$ cat src/verilog/dac_pkg.sv
package dac_pkg;

	////////////////////
	// frame format
	////////////////////

	localparam int W_DATA = 16;		// width of one dac sample
	localparam int N_CHAN = 8;		// number of dac channels
	localparam int W_CHS = 3;		// width of a channel number
	localparam int W_CMD = 4;		// command nibble
	localparam int W_ADDR = 4;		// address nibble, msb always zero here
	localparam int W_FRAME = W_CMD + W_ADDR + W_DATA;	// 24 bit serial frame

	// write input register and update the output in one go
	localparam logic [W_CMD-1:0] DAC_CMD_WRITE_UPDATE = 4'b0011;

	////////////////////
	// instruction word
	////////////////////

	// one queued dac write, channel on top, sample below
	typedef struct packed {
		logic [W_CHS-1:0] chan;		// target channel 0..7
		logic [W_DATA-1:0] data;	// sample to write
	} dac_instr_t;

	// 19 bits in all
	localparam int W_INSTR = W_CHS + W_DATA;

endpackage

$ cat src/verilog/chan_pair_encoder.sv
`timescale 1ns/100ps

module chan_pair_encoder (
	input logic clk_in,
	input logic arst_n,
	input logic [dac_pkg::W_DATA*dac_pkg::N_CHAN-1:0] data_packed,	// ch0 in low 16 bits
	input logic [dac_pkg::N_CHAN-1:0] data_valid,	// one-hot per half
	output logic push,					// write strobe to the queue
	output dac_pkg::dac_instr_t instr	// instruction for the queue
);

	localparam int N_HALF = dac_pkg::N_CHAN / 2;	// channels per half
	localparam int W_HALF = dac_pkg::W_DATA * N_HALF;	// bits per half of the bus
	localparam int W_IDX = dac_pkg::W_CHS - 1;		// index inside a half

	// one-hot valid word to binary index, 0 if no bit set
	function automatic logic [W_IDX-1:0] idx_from_oh(input logic [N_HALF-1:0] oh);
		logic [W_IDX-1:0] idx;
		idx = '0;
		for (int i = 0; i < N_HALF; i++) begin
			if (oh[i])
				idx = i[W_IDX-1:0];
		end
		return idx;
	endfunction

	////////////////////
	// split halves
	////////////////////

	logic [W_HALF-1:0] lo_bus, up_bus;		// sample words per half
	logic [N_HALF-1:0] lo_vld, up_vld;		// valid bits per half
	logic [W_IDX-1:0] lo_idx, up_idx;		// selected slot per half
	logic lo_ok, up_ok;						// half carries exactly one sample
	dac_pkg::dac_instr_t lo_instr_d, up_instr_d;

	assign lo_bus = data_packed[W_HALF-1:0];
	assign up_bus = data_packed[2*W_HALF-1:W_HALF];
	assign lo_vld = data_valid[N_HALF-1:0];
	assign up_vld = data_valid[dac_pkg::N_CHAN-1:N_HALF];

	assign lo_ok = $onehot(lo_vld);		// zero or several bits means drop the half
	assign up_ok = $onehot(up_vld);
	assign lo_idx = idx_from_oh(lo_vld);
	assign up_idx = idx_from_oh(up_vld);

	always_comb begin
		lo_instr_d.chan = {1'b0, lo_idx};	// channels 0..3
		lo_instr_d.data = lo_bus[lo_idx*dac_pkg::W_DATA +: dac_pkg::W_DATA];
		up_instr_d.chan = {1'b1, up_idx};	// msb set gives index + 4
		up_instr_d.data = up_bus[up_idx*dac_pkg::W_DATA +: dac_pkg::W_DATA];
	end

	////////////////////
	// ordering stages
	////////////////////

	logic lo_vld_q;			// lower instr ready, input + 1
	logic up_vld_q;			// upper instr waiting, input + 1
	logic up_vld_qq;		// upper instr ready, input + 2
	dac_pkg::dac_instr_t lo_instr_q, up_instr_q, up_instr_qq;

	// valid strobes for both halves
	always_ff @(posedge clk_in or negedge arst_n) begin
		if (!arst_n) begin
			lo_vld_q <= 1'b0;
			up_vld_q <= 1'b0;
			up_vld_qq <= 1'b0;
		end else begin
			lo_vld_q <= lo_ok;
			up_vld_q <= up_ok;
			up_vld_qq <= up_vld_q;		// extra slot so lower goes first
		end
	end

	always_ff @(posedge clk_in) begin
		lo_instr_q <= lo_instr_d;
		up_instr_q <= up_instr_d;
		up_instr_qq <= up_instr_q;
	end

	// pairs come at least two cycles apart, so both never hit the same cycle
	assign push = lo_vld_q | up_vld_qq;
	assign instr = lo_vld_q ? lo_instr_q : up_instr_qq;	// lower wins the slot

endmodule

$ cat src/verilog/instr_queue.sv
`timescale 1ns/100ps

module instr_queue #(
	parameter int FIFO_DEPTH = 16,	// entries, power of two
	parameter int N_CREDIT = 2		// credits held at reset
) (
	input logic clk_in,
	input logic arst_n,
	input logic push,						// write strobe from the encoder
	input dac_pkg::dac_instr_t push_instr,	// instruction to store
	input logic credit_return,				// writer freed a holding slot
	output logic instr_valid,				// one-cycle send strobe
	output dac_pkg::dac_instr_t instr,		// instruction being sent
	output logic queue_overflow				// sticky, a push was dropped
);

	localparam int W_PTR = $clog2(FIFO_DEPTH);		// pointer width
	localparam int W_CNT = W_PTR + 1;				// occupancy 0..FIFO_DEPTH
	localparam int W_CRED = $clog2(N_CREDIT + 1);	// credit count 0..N_CREDIT

	////////////////////
	// storage
	////////////////////

	dac_pkg::dac_instr_t mem [FIFO_DEPTH];	// circular buffer
	logic [W_PTR-1:0] wr_ptr;				// next slot to write
	logic [W_PTR-1:0] rd_ptr;				// oldest entry
	logic [W_CNT-1:0] count;				// entries held
	logic [W_CRED-1:0] credits;				// slots free in the writer

	logic full, empty;
	logic do_push;		// push that fits
	logic pop;			// entry leaves this cycle

	assign full = (count == W_CNT'(FIFO_DEPTH));
	assign empty = (count == '0);
	assign do_push = push & ~full;
	assign pop = ~empty & (credits != '0);	// only send with credit in hand

	////////////////////
	// pointers, count
	////////////////////

	always_ff @(posedge clk_in or negedge arst_n) begin
		if (!arst_n) begin
			wr_ptr <= '0;
			rd_ptr <= '0;
			count <= '0;
		end else begin
			if (do_push)
				wr_ptr <= wr_ptr + 1'b1;	// wraps on its own, depth is 2^n
			if (pop)
				rd_ptr <= rd_ptr + 1'b1;
			count <= count + W_CNT'(do_push) - W_CNT'(pop);
		end
	end

	always_ff @(posedge clk_in) begin
		if (do_push)
			mem[wr_ptr] <= push_instr;
	end

	////////////////////
	// credits
	////////////////////

	// return and send in one cycle cancel out
	always_ff @(posedge clk_in or negedge arst_n) begin
		if (!arst_n)
			credits <= W_CRED'(N_CREDIT);
		else
			credits <= credits + W_CRED'(credit_return) - W_CRED'(pop);
	end

	////////////////////
	// send, overflow
	////////////////////

	always_ff @(posedge clk_in or negedge arst_n) begin
		if (!arst_n) begin
			instr_valid <= 1'b0;
			queue_overflow <= 1'b0;
		end else begin
			instr_valid <= pop;		// registered strobe, one cycle per pop
			if (push && full)
				queue_overflow <= 1'b1;	// held until reset
		end
	end

	// payload register for the outgoing entry
	always_ff @(posedge clk_in) begin
		if (pop)
			instr <= mem[rd_ptr];
	end

endmodule

$ cat src/verilog/dac_serial_writer.sv
`timescale 1ns/100ps

module dac_serial_writer #(
	parameter int N_CREDIT = 2		// holding buffer depth
) (
	input logic clk_in,
	input logic arst_n,
	input logic instr_valid,			// entry from the queue
	input dac_pkg::dac_instr_t instr,	// its payload
	output logic credit_return,			// pulse per entry moved to the shifter
	output logic sync_n,				// frame strobe, low for the whole frame
	output logic sclk,					// serial clock, clk_in / 2
	output logic sdi					// serial data, msb first
);

	localparam int W_HP = (N_CREDIT > 1) ? $clog2(N_CREDIT) : 1;	// holding ptr width
	localparam int W_HC = $clog2(N_CREDIT + 1);		// holding count width
	localparam int N_PHASE = 2 * dac_pkg::W_FRAME;	// 48 clk_in cycles per frame
	localparam int N_GAP = 2;						// sync_n high between frames
	localparam int W_CNT = $clog2(N_PHASE);

	////////////////////
	// holding buffer
	////////////////////

	dac_pkg::dac_instr_t hold_mem [N_CREDIT];
	logic [W_HP-1:0] hold_wr;		// next free slot
	logic [W_HP-1:0] hold_rd;		// oldest entry
	logic [W_HC-1:0] hold_cnt;		// entries waiting
	logic load;						// oldest entry goes to the shifter

	// credits keep the buffer from ever overrunning
	always_ff @(posedge clk_in or negedge arst_n) begin
		if (!arst_n) begin
			hold_wr <= '0;
			hold_rd <= '0;
			hold_cnt <= '0;
		end else begin
			if (instr_valid)
				hold_wr <= (hold_wr == W_HP'(N_CREDIT - 1)) ? '0 : hold_wr + 1'b1;
			if (load)
				hold_rd <= (hold_rd == W_HP'(N_CREDIT - 1)) ? '0 : hold_rd + 1'b1;
			hold_cnt <= hold_cnt + W_HC'(instr_valid) - W_HC'(load);
		end
	end

	always_ff @(posedge clk_in) begin
		if (instr_valid)
			hold_mem[hold_wr] <= instr;
	end

	////////////////////
	// frame shifter
	////////////////////

	typedef enum logic [1:0] {
		ST_IDLE,
		ST_SHIFT,
		ST_GAP
	} state_t;

	state_t state;
	logic [W_CNT-1:0] cnt;		// half-bit phase in shift, cycles in gap
	logic [dac_pkg::W_FRAME-1:0] frame;		// frame built from the oldest entry
	logic [dac_pkg::W_FRAME-1:0] shift_reg;	// bits still to go, msb next
	logic shifter_free;

	// cmd, then 0 + channel as the address, then data
	assign frame = {dac_pkg::DAC_CMD_WRITE_UPDATE, 1'b0, hold_mem[hold_rd].chan,
		hold_mem[hold_rd].data};

	// last gap cycle may already start the next frame
	assign shifter_free = (state == ST_IDLE) ||
		(state == ST_GAP && cnt == W_CNT'(N_GAP - 1));
	assign load = shifter_free & (hold_cnt != '0);

	always_ff @(posedge clk_in or negedge arst_n) begin
		if (!arst_n) begin
			state <= ST_IDLE;
			cnt <= '0;
			sync_n <= 1'b1;
			sclk <= 1'b0;
			sdi <= 1'b0;
			credit_return <= 1'b0;
		end else begin
			credit_return <= load;		// one credit back per load
			if (load) begin
				state <= ST_SHIFT;
				cnt <= '0;
				sync_n <= 1'b0;
				sclk <= 1'b0;
				sdi <= frame[dac_pkg::W_FRAME-1];	// first bit set up before first rise
			end else begin
				case (state)
					ST_SHIFT: begin
						if (cnt == W_CNT'(N_PHASE - 1)) begin
							state <= ST_GAP;		// frame done
							cnt <= '0;
							sync_n <= 1'b1;
							sclk <= 1'b0;
							sdi <= 1'b0;
						end else begin
							cnt <= cnt + 1'b1;
							sclk <= ~sclk;
							if (sclk)
								sdi <= shift_reg[dac_pkg::W_FRAME-1];	// change on fall
						end
					end
					ST_GAP: begin
						if (cnt == W_CNT'(N_GAP - 1))
							state <= ST_IDLE;
						else
							cnt <= cnt + 1'b1;
					end
					default: begin
						cnt <= '0;		// idle, wait for an entry
					end
				endcase
			end
		end
	end

	// payload shift, msb leaves first
	always_ff @(posedge clk_in) begin
		if (load)
			shift_reg <= {frame[dac_pkg::W_FRAME-2:0], 1'b0};	// msb already on sdi
		else if (state == ST_SHIFT && sclk)
			shift_reg <= {shift_reg[dac_pkg::W_FRAME-2:0], 1'b0};
	end

endmodule

$ cat src/verilog/dac_write_sched.sv
`timescale 1ns/100ps

module dac_write_sched #(
	parameter int FIFO_DEPTH = 16,	// queue entries, power of two
	parameter int N_CREDIT = 2		// credits, equals writer holding depth
) (
	input logic clk_in,
	input logic arst_n,
	input logic [dac_pkg::W_DATA*dac_pkg::N_CHAN-1:0] data_packed,	// 8 samples
	input logic [dac_pkg::N_CHAN-1:0] data_valid,	// one-hot per half
	output logic sync_n,			// dac frame sync
	output logic sclk,				// dac serial clock
	output logic sdi,				// dac serial data
	output logic queue_overflow		// sticky drop flag
);

	////////////////////
	// internal links
	////////////////////

	logic push;							// encoder to queue strobe
	dac_pkg::dac_instr_t push_instr;
	logic instr_valid;					// queue to writer strobe
	dac_pkg::dac_instr_t send_instr;
	logic credit_return;				// writer back to queue

	// input side
	chan_pair_encoder u_encoder (
		.clk_in      (clk_in),
		.arst_n      (arst_n),
		.data_packed (data_packed),
		.data_valid  (data_valid),
		.push        (push),
		.instr       (push_instr)
	);

	// queue with credit gate
	instr_queue #(
		.FIFO_DEPTH (FIFO_DEPTH),
		.N_CREDIT   (N_CREDIT)
	) u_queue (
		.clk_in         (clk_in),
		.arst_n         (arst_n),
		.push           (push),
		.push_instr     (push_instr),
		.credit_return  (credit_return),
		.instr_valid    (instr_valid),
		.instr          (send_instr),
		.queue_overflow (queue_overflow)
	);

	// serial frames out to the dac
	dac_serial_writer #(
		.N_CREDIT (N_CREDIT)		// same value as the queue's start credit
	) u_writer (
		.clk_in        (clk_in),
		.arst_n        (arst_n),
		.instr_valid   (instr_valid),
		.instr         (send_instr),
		.credit_return (credit_return),
		.sync_n        (sync_n),
		.sclk          (sclk),
		.sdi           (sdi)
	);

endmodule

$ cat config.mk
export PLATFORM = sky130hd
export DESIGN_NAME = dac_write_sched
export DESIGN_NICKNAME = d
export VERILOG_FILES = /design/src/verilog/dac_pkg.sv /design/src/verilog/chan_pair_encoder.sv /design/src/verilog/instr_queue.sv /design/src/verilog/dac_serial_writer.sv /design/src/verilog/dac_write_sched.sv
export SDC_FILE = /design/constraint.sdc
export NUM_CORES = 1
export LEC_CHECK = 0
export ABC_AREA = 0
export BUFFER_PORTS_ARGS = -buffer_cell sky130_fd_sc_hd__buf_2
export CORE_MARGIN = 10
export CORE_UTILIZATION = 35
export DETAILED_ROUTE_END_ITERATION = 12
export PLACE_DENSITY = 0.58
export SYNTH_ARGS = -nofsm -noshare
export SYNTH_HDL_FRONTEND = slang
export SYNTH_HIERARCHICAL = 1
export SYNTH_SLANG_ARGS = --single-unit
$ cat constraint.sdc
create_clock -name clk_in -period 4.4 [get_ports clk_in]
set_input_delay 0.22 -clock clk_in [delete_from_list [all_inputs] [get_ports clk_in]]
set_output_delay 0.22 -clock clk_in [all_outputs]
set_load 0.01 [all_outputs]
==> qor.txt, run 1 <==
status = completed
DR DRC count = 0
Congestion Overflow GR = 0
Buffers & Inverters on Critical Path = 3
Critical Path AT = 3370 ps
largest family of logic cells by synthesized area = multiplexers
DRT Pass-1 Iters = 5
Hold Fails Final Rpt = 0
final setup fails = 0
final std cells w/o fill = 2092
Mapped Avg Cell Area = 17.26 um2
adder-cell share of the synthesized area = 1.692%
port bufs = 141
Cells after DPL = 1904
worst setup path category = reg -> reg
HPWL after detailed placement = 25730 um
area occupied by multi-input gates = 5115 um2
most frequent cell on the critical path = inv_1
CTS tree = yes
CTS sink cnt = 474
ys async rst share = 7.595%
core area = 53920 um2
routability cong. = 0.9128
period utilization = 64.68%
Top FF cell, synth = edfxtp_1
initial antenna violation count = 0
io pins = 142
Worst setup EP type = flip-flop
hold_ws = 103.1 ps
Slowest cell on crit path = nor4bb_1
Root Buffer = clkbuf_16
DRT iter0 DRCs = 460
delay-heaviest family, CP = simple AND/OR/NAND/NOR gates
Post-synth EDFFs = 380
Yosys top cell by area = edfxtp_1
fin crit period = 2846 ps
Compound-Gate Fraction of Synth Area = 9.917%
Worst R2R Start = u_queue/count[3]
final WL = 41700 um
die height = 253.5 um
Reg clk slew, reported paths = 60 ps
register bit count reported by yosys = 474
Clock Path Buffers = 3
Synth Area in Simple Gates = 2.958%
Leak = 0.007816 uW
global-route wire length before repair = 64670 um
post-synthesis mux area share = 11.03%
Via density = 5.008
# rows = 85
Layout area overhead = 21.00%
hold depth = 2
Synth top cells by count = edfxtp_1 (380), mux2i_1 (100), dfxtp_1 (58), a22oi_1 (57), o21ai_0 (56)
Setup crit end = u_queue/count[4]
Horiz. Die Dim = 253.5 um
sequential share of the synthesized area = 70.64%
vias in the first global route = 11147
RSZ-0062 raised after global routing = false
Overall Global Routing Usage = 13.04%
top-area cell type share of the netlist area = 59.82%
nets@finish = 1517
fin. max-slew vios = 0
r2r worst-path depth = 12
Area after DPL = 20500 um2
Netlist Area Pre-Place = 19080 um2
Max FO, Critical Path = 8
Final Cell Area = 23080 um2
starting density of the core = 35.38%
top post-synthesis cells by area = edfxtp_1 (60%), dfxtp_1 (6.1%), mux2i_1 (5.2%), mux4_2 (4.5%), dfrtp_1 (4.5%)
Die ar. = 64240 um2
skew final = 22.13 ps
clk_lat worst skew = 600 ps
max reg flops = 304
CP Launch Type = flip-flop
diode count = 0
RR Endpoint = u_queue/count[4]
Critical Path, Cell by Cell = inv_1 -> ha_1 -> nor4bb_1 -> nand2b_1 -> xnor2_1 -> ha_1 -> inv_1 -> fa_1 -> inv_1 -> a21oi_1 -> o21bai_1 -> xnor2_1
Layout fillers = 4707
Max Fclk = 351.4 MHz
Tot Pwr = 10660 uW
Resized Gates After CTS = 0
max-cap violations = 0
worst min-delay path category = in -> reg
Power Dens Cells = 461.6 nW/um2
Gate Count Post-Synth = 1105
Slew @ Worst Pin = 1084 ps
Ys Warns = 6
post-CTS setup buffers = 0
CP Launch Point = u_queue/count[3]
total stage count of the critical path = 12
H-tree levels = 2
R2R Setup Slk = 1550 ps
max incr delay on CP = 470 ps
Worst EP required = 4920 ps
Via Count = 10476
count leader, synth = edfxtp_1
syn_nets = 1267
Antenna Nets Post-Route = 0
synth unique cells = 57
pin count of the biggest net entering global routing = 54
worst vdd ir = 0.3243 mV
max_slew headroom = 27.73%
register area = 13480 um2
cts bufs inserted = 49
mean routed wirelength per cell = 19.93 um
Post-CTS Hold Buffers = 96
layout cells sized above 1 = 28.22%
setup TNS = 0 ps
Synth Area in XOR/XNOR = 0.8657%
## where the power goes
part	switching (uW)	total, uW	leakage, uW	internal (uW)
combinational	677	1090	0.00271	418
clock	1720	4110	0.000786	2390
sequential	122	5450	0.00432	5330
total	2520	10700	0.00782	8130
## per-layer routing
layer / global-route usage, % / wire, um
met1: 16.13 / 17970
met2: 21.34 / 19660
met3: 3.473 / 2774
met4: 5.317 / 1293
met5: 0 / 0
## placed cells by master, fill, tap and decap left out, drive strengths merged, types with 2 or more instances in the layout
master	netlist	layout
nor3	2	2
inv	30	33
dfstp	2	2
a22oi	77	77
fa	3	3
xnor2	13	13
buf	47	167
clkinvlp	0	5
a221oi	38	38
xor2	5	5
a21o	2	2
nor2b	5	5
mux2	22	22
dfxtp	58	58
edfxtp	380	380
nor4	4	4
mux4	38	38
nand3	10	10
nor2	12	12
clkbuf	17	63
nand2	37	37
nand4	2	2
and2b	2	2
dfrtp	34	34
dlygate4sd3	0	96
mux2i	100	100
a21oi	12	12
ha	21	21
or2	4	4
and2	10	10
clkinv	0	17
nor4b	2	2
bufinv	0	4
o21ai	97	97
nand2b	5	5
nor3b	4	4
## through the flow
| stage | setup slack [ps] | util (%) |
|---|---|---|
| floorplan | 1095 | - |
| global placement | 1618 | 38.03 |
| detailed placement | 1541 | 38.03 |
| CTS | 1514 | 42.81 |
| global route | 1324 | 42.81 |
| finish | 1554 | 42.81 |
## layout make-up
type / count / area share, %
clock buffer: 63 / 5.762
timing repair buffer: 263 / 8.174
multi-input combinational: 537 / 22.16
sequential: 474 / 58.40
clock inverter: 29 / 1.247
inverter: 30 / 0.4878
tap: 696 / 3.773
## worst min path at each step
stage | from | end | slack, ps
after floorplan | arst_n | u_encoder/lo_vld_q | -80
after global placement | u_encoder/up_instr_q[7] | u_encoder/up_instr_qq[7] | 310
after detailed placement | u_encoder/up_instr_q[8] | u_encoder/up_instr_qq[8] | 310
after CTS | data_valid[6] | u_encoder/up_instr_q[16] | 60
after global routing | data_valid[6] | u_encoder/up_instr_q[16] | 140
final | data_valid[6] | u_encoder/up_instr_q[16] | 100
## worst reg2reg max path, cell delays in order (launching register included)
cell	delay, ps
dfrtp_1	380
inv_1	90
ha_1	160
nor4bb_1	470
nand2b_1	410
xnor2_1	170
ha_1	190
inv_1	60
fa_1	420
inv_1	70
a21oi_1	60
o21bai_1	160
xnor2_1	130
## kinds of logic (layout without fill, tap and decap cells)
group                    after synthesis  in the layout
adder cells (fa/ha/maj)               24             24
XOR/XNOR                              18             18
multiplexers                         160            160
buffers and inverters                 94            385
AO/OA/AOI/OAI                        233            233
flip-flops                           474            474
AND/OR/NAND/NOR                      102            102
No activity file was read; power rests on OpenSTA's default activity.
==> inputs of run 2 (changes only) <==
clock period = 2.95 ns   (was 4.4 ns; I/O delays follow)
==> qor.txt, run 2 (synthesis gave the netlist of run 1 again) <==
status = completed (unchanged)
worst vdd ir = 0.3706 mV (was 0.3243 mV)
CTS sink cnt = 474 (unchanged)
global-route wire length before repair = 66920 um (was 64670 um)
final std cells w/o fill = 2112 (was 2092)
post-CTS setup buffers = 0 (unchanged)
fin. max-slew vios = 0 (unchanged)
# rows = 85 (unchanged)
Reg clk slew, reported paths = 60 ps (about the same)
clk_lat worst skew = 570 ps (was 600 ps)
fin crit period = 2719 ps
Slowest cell on crit path = nor3_4 (was nor4bb_1)
max reg flops = 304 (unchanged)
CP Launch Point = data_valid[7] (was u_queue/count[3])
Slew @ Worst Pin = 913.7 ps (was 1084 ps)
Max Fclk = 367.7 MHz
Max FO, Critical Path = 34 (was 8)
H-tree levels = 2 (unchanged)
hold depth = 2 (unchanged)
die height = 253.5 um (unchanged)
Congestion Overflow GR = 0 (unchanged)
routability cong. = 0.9096 (was 0.9128)
port bufs = 141 (unchanged)
Clock Path Buffers = 3 (unchanged)
core area = 53920 um2 (unchanged)
diode count = 0 (unchanged)
io pins = 142 (unchanged)
Horiz. Die Dim = 253.5 um (unchanged)
HPWL after detailed placement = 27030 um (was 25730 um)
Root Buffer = clkbuf_16 (unchanged)
Antenna Nets Post-Route = 0 (unchanged)
max_slew headroom = 39.09% (was 27.73%)
max incr delay on CP = 730 ps (was 470 ps)
r2r worst-path depth = 12 (unchanged)
Critical Path, Cell by Cell = dlygate4sd3_1 -> buf_2 -> buf_4 -> nor3_4 -> a22oi_1 -> dlygate4sd3_1 -> o21ai_0 -> dlygate4sd3_1 (was inv_1 -> ha_1 -> nor4bb_1 -> nand2b_1 -> xnor2_1 -> ha_1 -> inv_1 -> fa_1 -> inv_1 -> a21oi_1 -> o21bai_1 -> xnor2_1)
Power Dens Cells = 681.8 nW/um2 (was 461.6 nW/um2)
Hold Fails Final Rpt = 0 (unchanged)
final setup fails = 0 (unchanged)
Overall Global Routing Usage = 13.59% (was 13.04%)
CP Launch Type = input pin (was flip-flop)
layout cells sized above 1 = 28.60% (was 28.22%)
Hold Path Origin = data_valid[6] (unchanged)
Layout area overhead = 21.81% (was 21.00%)
Cells after DPL = 1922 (was 1904)
Buffers & Inverters on Critical Path = 5 (was 3)
RSZ-0062 raised after global routing = false (unchanged)
commonest cells after routing, fill and taps aside = edfxtp_1 (380), buf_2 (141), mux2i_1 (100), dlygate4sd3_1 (98), dfxtp_1 (58) (was edfxtp_1 (380), buf_2 (141), mux2i_1 (100), dlygate4sd3_1 (96), dfxtp_1 (58))
Leak = 0.007931 uW (was 0.007816 uW)
DR DRC count = 0 (unchanged)
Die ar. = 64240 um2 (unchanged)
Worst R2R Start = u_queue/count[2] (was u_queue/count[3])
Hold Path Sink = u_encoder/up_instr_q[17] (was u_encoder/up_instr_q[16])
initial antenna violation count = 2 (was 0)
delay-heaviest family, CP = buffers and inverters (was simple AND/OR/NAND/NOR gates)
Worst EP required = 3460 ps (was 4920 ps)
pin count of the biggest net entering global routing = 37 (was 54)
most frequent cell on the critical path = dlygate4sd3_1 (was inv_1)
period utilization = 92.18%
Critical Path AT = 3230 ps (was 3370 ps)
DRT Pass-1 Iters = 5 (unchanged)
RR Endpoint = u_queue/count[4] (unchanged)
nets@finish = 1537 (was 1517)
Via Count = 10582 (was 10476)
Via density = 5.010 (was 5.008)
Tot Pwr = 15840 uW (was 10660 uW)
max-cap violations = 0 (unchanged)
commonest non-fill, non-tap cell in the layout = edfxtp_1 (unchanged)
starting density of the core = 35.38% (unchanged)
skew final = 16.65 ps (was 22.13 ps)
DRT iter0 DRCs = 573 (was 460)
Resized Gates After CTS = 0 (unchanged)
final WL = 43390 um (was 41700 um)
Worst setup EP type = flip-flop (unchanged)
R2R Setup Slk = 340 ps (was 1550 ps)
worst setup path category = in -> reg (was reg -> reg)
mean routed wirelength per cell = 20.54 um (was 19.93 um)
worst min-delay path category = in -> reg (unchanged)
CTS tree = yes (unchanged)
cts bufs inserted = 49 (unchanged)
vias in the first global route = 11312 (was 11147)
## run 2: worst max-delay path by stage
stage	to	slack, ps	cells after the start
after CTS	u_queue/count[4]	320	12
after floorplan	u_queue/mem[1][0]	-360	6
final	u_encoder/up_instr_q[8]	230	8
after global placement	u_queue/count[4]	450	12
after global routing	u_queue/count[4]	60	12
after detailed placement	u_queue/count[4]	380	12
## run 2: layout make-up
type / count / area [um2]
inverters: 30 / 112.6
well taps: 696 / 870.8
multi-input cells: 537 / 5095
fillers: 4637 / 30680
clock inverters: 19 / 120.1
clock buffers: 73 / 1491
flip-flops and latches: 474 / 13480
repair buffers: 283 / 2067
## run 2: worst reg2reg max path, stage by stage (launching register included)
cell	delay, ps
dfrtp_1	380
inv_1	80
ha_1	160
nor4bb_1	480
nand2b_1	210
xnor2_1	130
ha_1	190
inv_1	60
fa_1	420
inv_1	80
a21oi_1	60
o21bai_1	150
xnor2_1	130
## run 2: power by group
| part | internal (uW) | leakage [uW] | switching [uW] | total (uW) |
|---|---|---|---|---|
| Sequential | 7940 | 0.00432 | 181 | 8120 |
| Clock | 3580 | 0.000794 | 2450 | 6030 |
| Combinational | 659 | 0.00282 | 1030 | 1690 |
## run 2: timing repair
item                       in CTS  in global routing
setup endpoints to repair       0                  0
hold buffers                   98                  0
hold endpoints to repair       68                  0
## run 2: routing by layer
| layer | track usage (%) | wire [um] | vias to the layer above |
|---|---|---|---|
| met5 | 0 | 0 | - |
| met4 | 5.058 | 1197 | 0 |
| met2 | 22.66 | 20770 | 348 |
| met3 | 2.942 | 2517 | 71 |
| met1 | 17.07 | 18900 | 5259 |
| li1 | - | - | 4904 |
## run 2: through the flow
stage	worst slack, ps	utilization, %	setup TNS, ps	hold WS, ps	instance area (um2)
final	230.5	43.10	0	155.7	23240
after global routing	61.83	43.10	0	146.7	23240
after CTS	323.1	43.10	0	109.6	23240
after detailed placement	377.4	38.29	0	312.1	20640
after global placement	445.2	38.29	0	310.6	20640
after floorplan	-355.1	-	-26990	-148.1	19080
==> inputs of run 3 (changes only) <==
ABC_AREA = 1   (was 0)
==> qor.txt, run 3 <==
mean routed wirelength per cell = 15.63 um (was 20.54 um)
Ys Warns = 6 (unchanged)
Via Count = 14673 (was 10582)
adder-cell share of the synthesized area = 1.559% (was 1.692%)
R2R Setup Slk = 440 ps (was 340 ps)
Die ar. = 69300 um2 (was 64240 um2)
register bit count reported by yosys = 474 (unchanged)
routability cong. = 0.8426 (was 0.9096)
Synth Area in Simple Gates = 25.34% (was 2.958%)
ys async rst share = 7.595% (unchanged)
Critical Path, Cell by Cell = inv_1 -> ha_1 -> nand3_1 -> o21ai_2 -> nor2_1 -> inv_1 -> nand2_1 -> ha_1 -> inv_1 -> fa_1 -> o21ai_0 -> nand2_1 -> nand3b_1 -> nand2_1 (was dlygate4sd3_1 -> buf_2 -> buf_4 -> nor3_4 -> a22oi_1 -> dlygate4sd3_1 -> o21ai_0 -> dlygate4sd3_1)
skew final = 19.02 ps (was 16.65 ps)
largest family of logic cells by synthesized area = simple AND/OR/NAND/NOR gates (was multiplexers)
fin. max-slew vios = 0 (unchanged)
Reg clk slew, reported paths = 60 ps (about the same)
Yosys top cell by area = edfxtp_1 (unchanged)
max-cap violations = 0 (unchanged)
port bufs = 141 (unchanged)
Overall Global Routing Usage = 14.37% (was 13.59%)
Post-synth EDFFs = 380 (unchanged)
top-area cell type share of the netlist area = 55.10% (was 59.82%)
Clock Path Buffers = 3 (unchanged)
Layout fillers = 5614 (was 4637)
DRT iter0 DRCs = 1002 (was 573)
worst min-delay path category = in -> reg (unchanged)
setup TNS = 0 ps (unchanged)
CTS sink cnt = 474 (unchanged)
Via density = 4.539 (was 5.010)
sequential share of the synthesized area = 65.07% (was 70.64%)
pin count of the biggest net entering global routing = 192 (was 37)
post-synthesis mux area share = 0% (was 11.03%)
top post-synthesis cells by area = edfxtp_1 (55%), nand2_1 (15%), dfxtp_1 (5.6%), nor2_1 (4.8%), inv_1 (4.2%) (was edfxtp_1 (60%), dfxtp_1 (6.1%), mux2i_1 (5.2%), mux4_2 (4.5%), dfrtp_1 (4.5%))
worst vdd ir = 0.4703 mV (was 0.3706 mV)
DR DRC count = 0 (unchanged)
Max Fclk = 399.0 MHz (was 367.7 MHz)
Max FO, Critical Path = 8 (was 34)
max reg flops = 304 (unchanged)
RSZ-0062 raised after global routing = false (unchanged)
CP Launch Type = flip-flop (was input pin)
Slew @ Worst Pin = 1031 ps (was 913.7 ps)
nets@finish = 2580 (was 1537)
Hold Path Origin = data_valid[2] (was data_valid[6])
Netlist Area Pre-Place = 20710 um2 (was 19080 um2)
cts bufs inserted = 50 (was 49)
Leak = 0.01081 uW (was 0.007931 uW)
Antenna Nets Post-Route = 0 (unchanged)
io pins = 142 (unchanged)
period utilization = 84.96% (was 92.18%)
Synth Area in XOR/XNOR = 0.4652% (was 0.8657%)
max_slew headroom = 31.28% (was 39.09%)
vias in the first global route = 14611 (was 11312)
Resized Gates After CTS = 0 (unchanged)
status = completed (unchanged)
HPWL after detailed placement = 31980 um (was 27030 um)
Tot Pwr = 16420 uW (was 15840 uW)
fin crit period = 2506 ps (was 2719 ps)
starting density of the core = 35.22% (was 35.38%)
max incr delay on CP = 420 ps (was 730 ps)
DRT Pass-1 Iters = 6 (was 5)
Layout area overhead = 20.35% (was 21.81%)
Worst EP required = 3430 ps (was 3460 ps)
area occupied by multi-input gates = 5808 um2 (was 5095 um2)
core area = 58800 um2 (was 53920 um2)
commonest cells after routing, fill and taps aside = nand2_1 (844), edfxtp_1 (380), nor2_1 (251), inv_1 (232), nand3_1 (167) (was edfxtp_1 (380), buf_2 (141), mux2i_1 (100), dlygate4sd3_1 (98), dfxtp_1 (58))
CTS tree = yes (unchanged)
initial antenna violation count = 1 (was 2)
final WL = 50540 um (was 43390 um)
Synth top cells by count = nand2_1 (844), edfxtp_1 (380), nor2_1 (267), inv_1 (232), nand3_1 (167) (was edfxtp_1 (380), mux2i_1 (100), dfxtp_1 (58), a22oi_1 (57), o21ai_0 (56))
Critical Path AT = 2980 ps (was 3230 ps)
final setup fails = 0 (unchanged)
Congestion Overflow GR = 0 (unchanged)
Worst setup EP type = flip-flop (unchanged)
# rows = 89 (was 85)
commonest non-fill, non-tap cell in the layout = nand2_1 (was edfxtp_1)
synth unique cells = 33 (was 57)
Top FF cell, synth = edfxtp_1 (unchanged)
Horiz. Die Dim = 263.3 um (was 253.5 um)
die height = 263.3 um (was 253.5 um)
Slowest cell on crit path = fa_1 (was nor3_4)
Gate Count Post-Synth = 2168 (was 1105)
Worst R2R Start = u_queue/count[2] (unchanged)
Hold Fails Final Rpt = 0 (unchanged)
Root Buffer = clkbuf_16 (unchanged)
Power Dens Cells = 658.7 nW/um2 (was 681.8 nW/um2)
global-route wire length before repair = 80000 um (was 66920 um)
worst setup path category = reg -> reg (was in -> reg)
count leader, synth = nand2_1 (was edfxtp_1)
CP Launch Point = u_queue/count[2] (was data_valid[7])
clk_lat worst skew = 590 ps (was 570 ps)
H-tree levels = 2 (unchanged)
syn_nets = 2330 (was 1267)
Compound-Gate Fraction of Synth Area = 0.4833% (was 9.917%)
diode count = 0 (unchanged)
layout cells sized above 1 = 13.21% (was 28.60%)
Mapped Avg Cell Area = 9.553 um2 (was 17.26 um2)
register area = 13480 um2 (about the same)
run 3: metrics by stage:
step                std cells  worst slack [ps]  instance area [um2]  hold WS (ps)  util, %
floorplan                2168             633.3                20710        -148.1        -
global placement         3042             550.3                22280         303.4    37.89
detailed placement       3042             458.4                22280         312.8    37.89
CTS                      3233             445.0                24930         12.11    42.39
global route             3233             291.5                24930         48.62    42.39
finish                   3233             443.8                24930         40.69    42.39
run 3: logic make-up after synthesis:
group	after synthesis
AOI/OAI and AO/OA	17
buffers and inverters	331
and+or+nand+nor	1311
xor gates and xnor gates	11
adders and majority gates	24
DFF	474
run 3: final timing paths:
path                                             to  depth (start not counted)
min in group asynchronous           u_writer/cnt[5]                          2
setup / recovery                   u_queue/count[4]                         14
setup reg to reg                   u_queue/count[4]                         14
max in group asynchronous         u_queue/rd_ptr[0]                          2
hold reg to reg            u_encoder/up_instr_qq[6]                          0
hold / removal                   u_encoder/lo_vld_q                          4
run 3: worst max-delay path: cells and delay by family, from the launching register on:
family                   cells  cell delay [ps]
adder cells (fa/ha/maj)      3              790
AND/OR/NAND/NOR              6              680
flip-flops                   1              370
AO/OA/AOI/OAI                2              320
buffers and inverters        3              230
run 3: area by class of cell:
class / count / share of cell area, %
clock buffer: 60 / 5.336
clock inverter: 34 / 1.401
inverter: 242 / 3.649
multi-input combinational: 1363 / 23.30
sequential: 474 / 54.08
tap: 773 / 3.880
timing repair buffer: 287 / 8.353
run 3: power by group:
part | switching, uW | internal, uW
Combinational | 1300 | 620
Sequential | 160 | 7990
Clock | 2580 | 3760
run 3: layer usage:
layer	routed length, um	global-route usage, %
met3	2798	2.854
met1	21760	17.89
met2	24830	24.86
met4	1151	4.116
met5	0	0
run 3: what timing repair did:
item / in CTS / in global routing
buffers inserted: 0 / 0
hold buffers: 97 / 0
hold endpoints to repair: 66 / 0
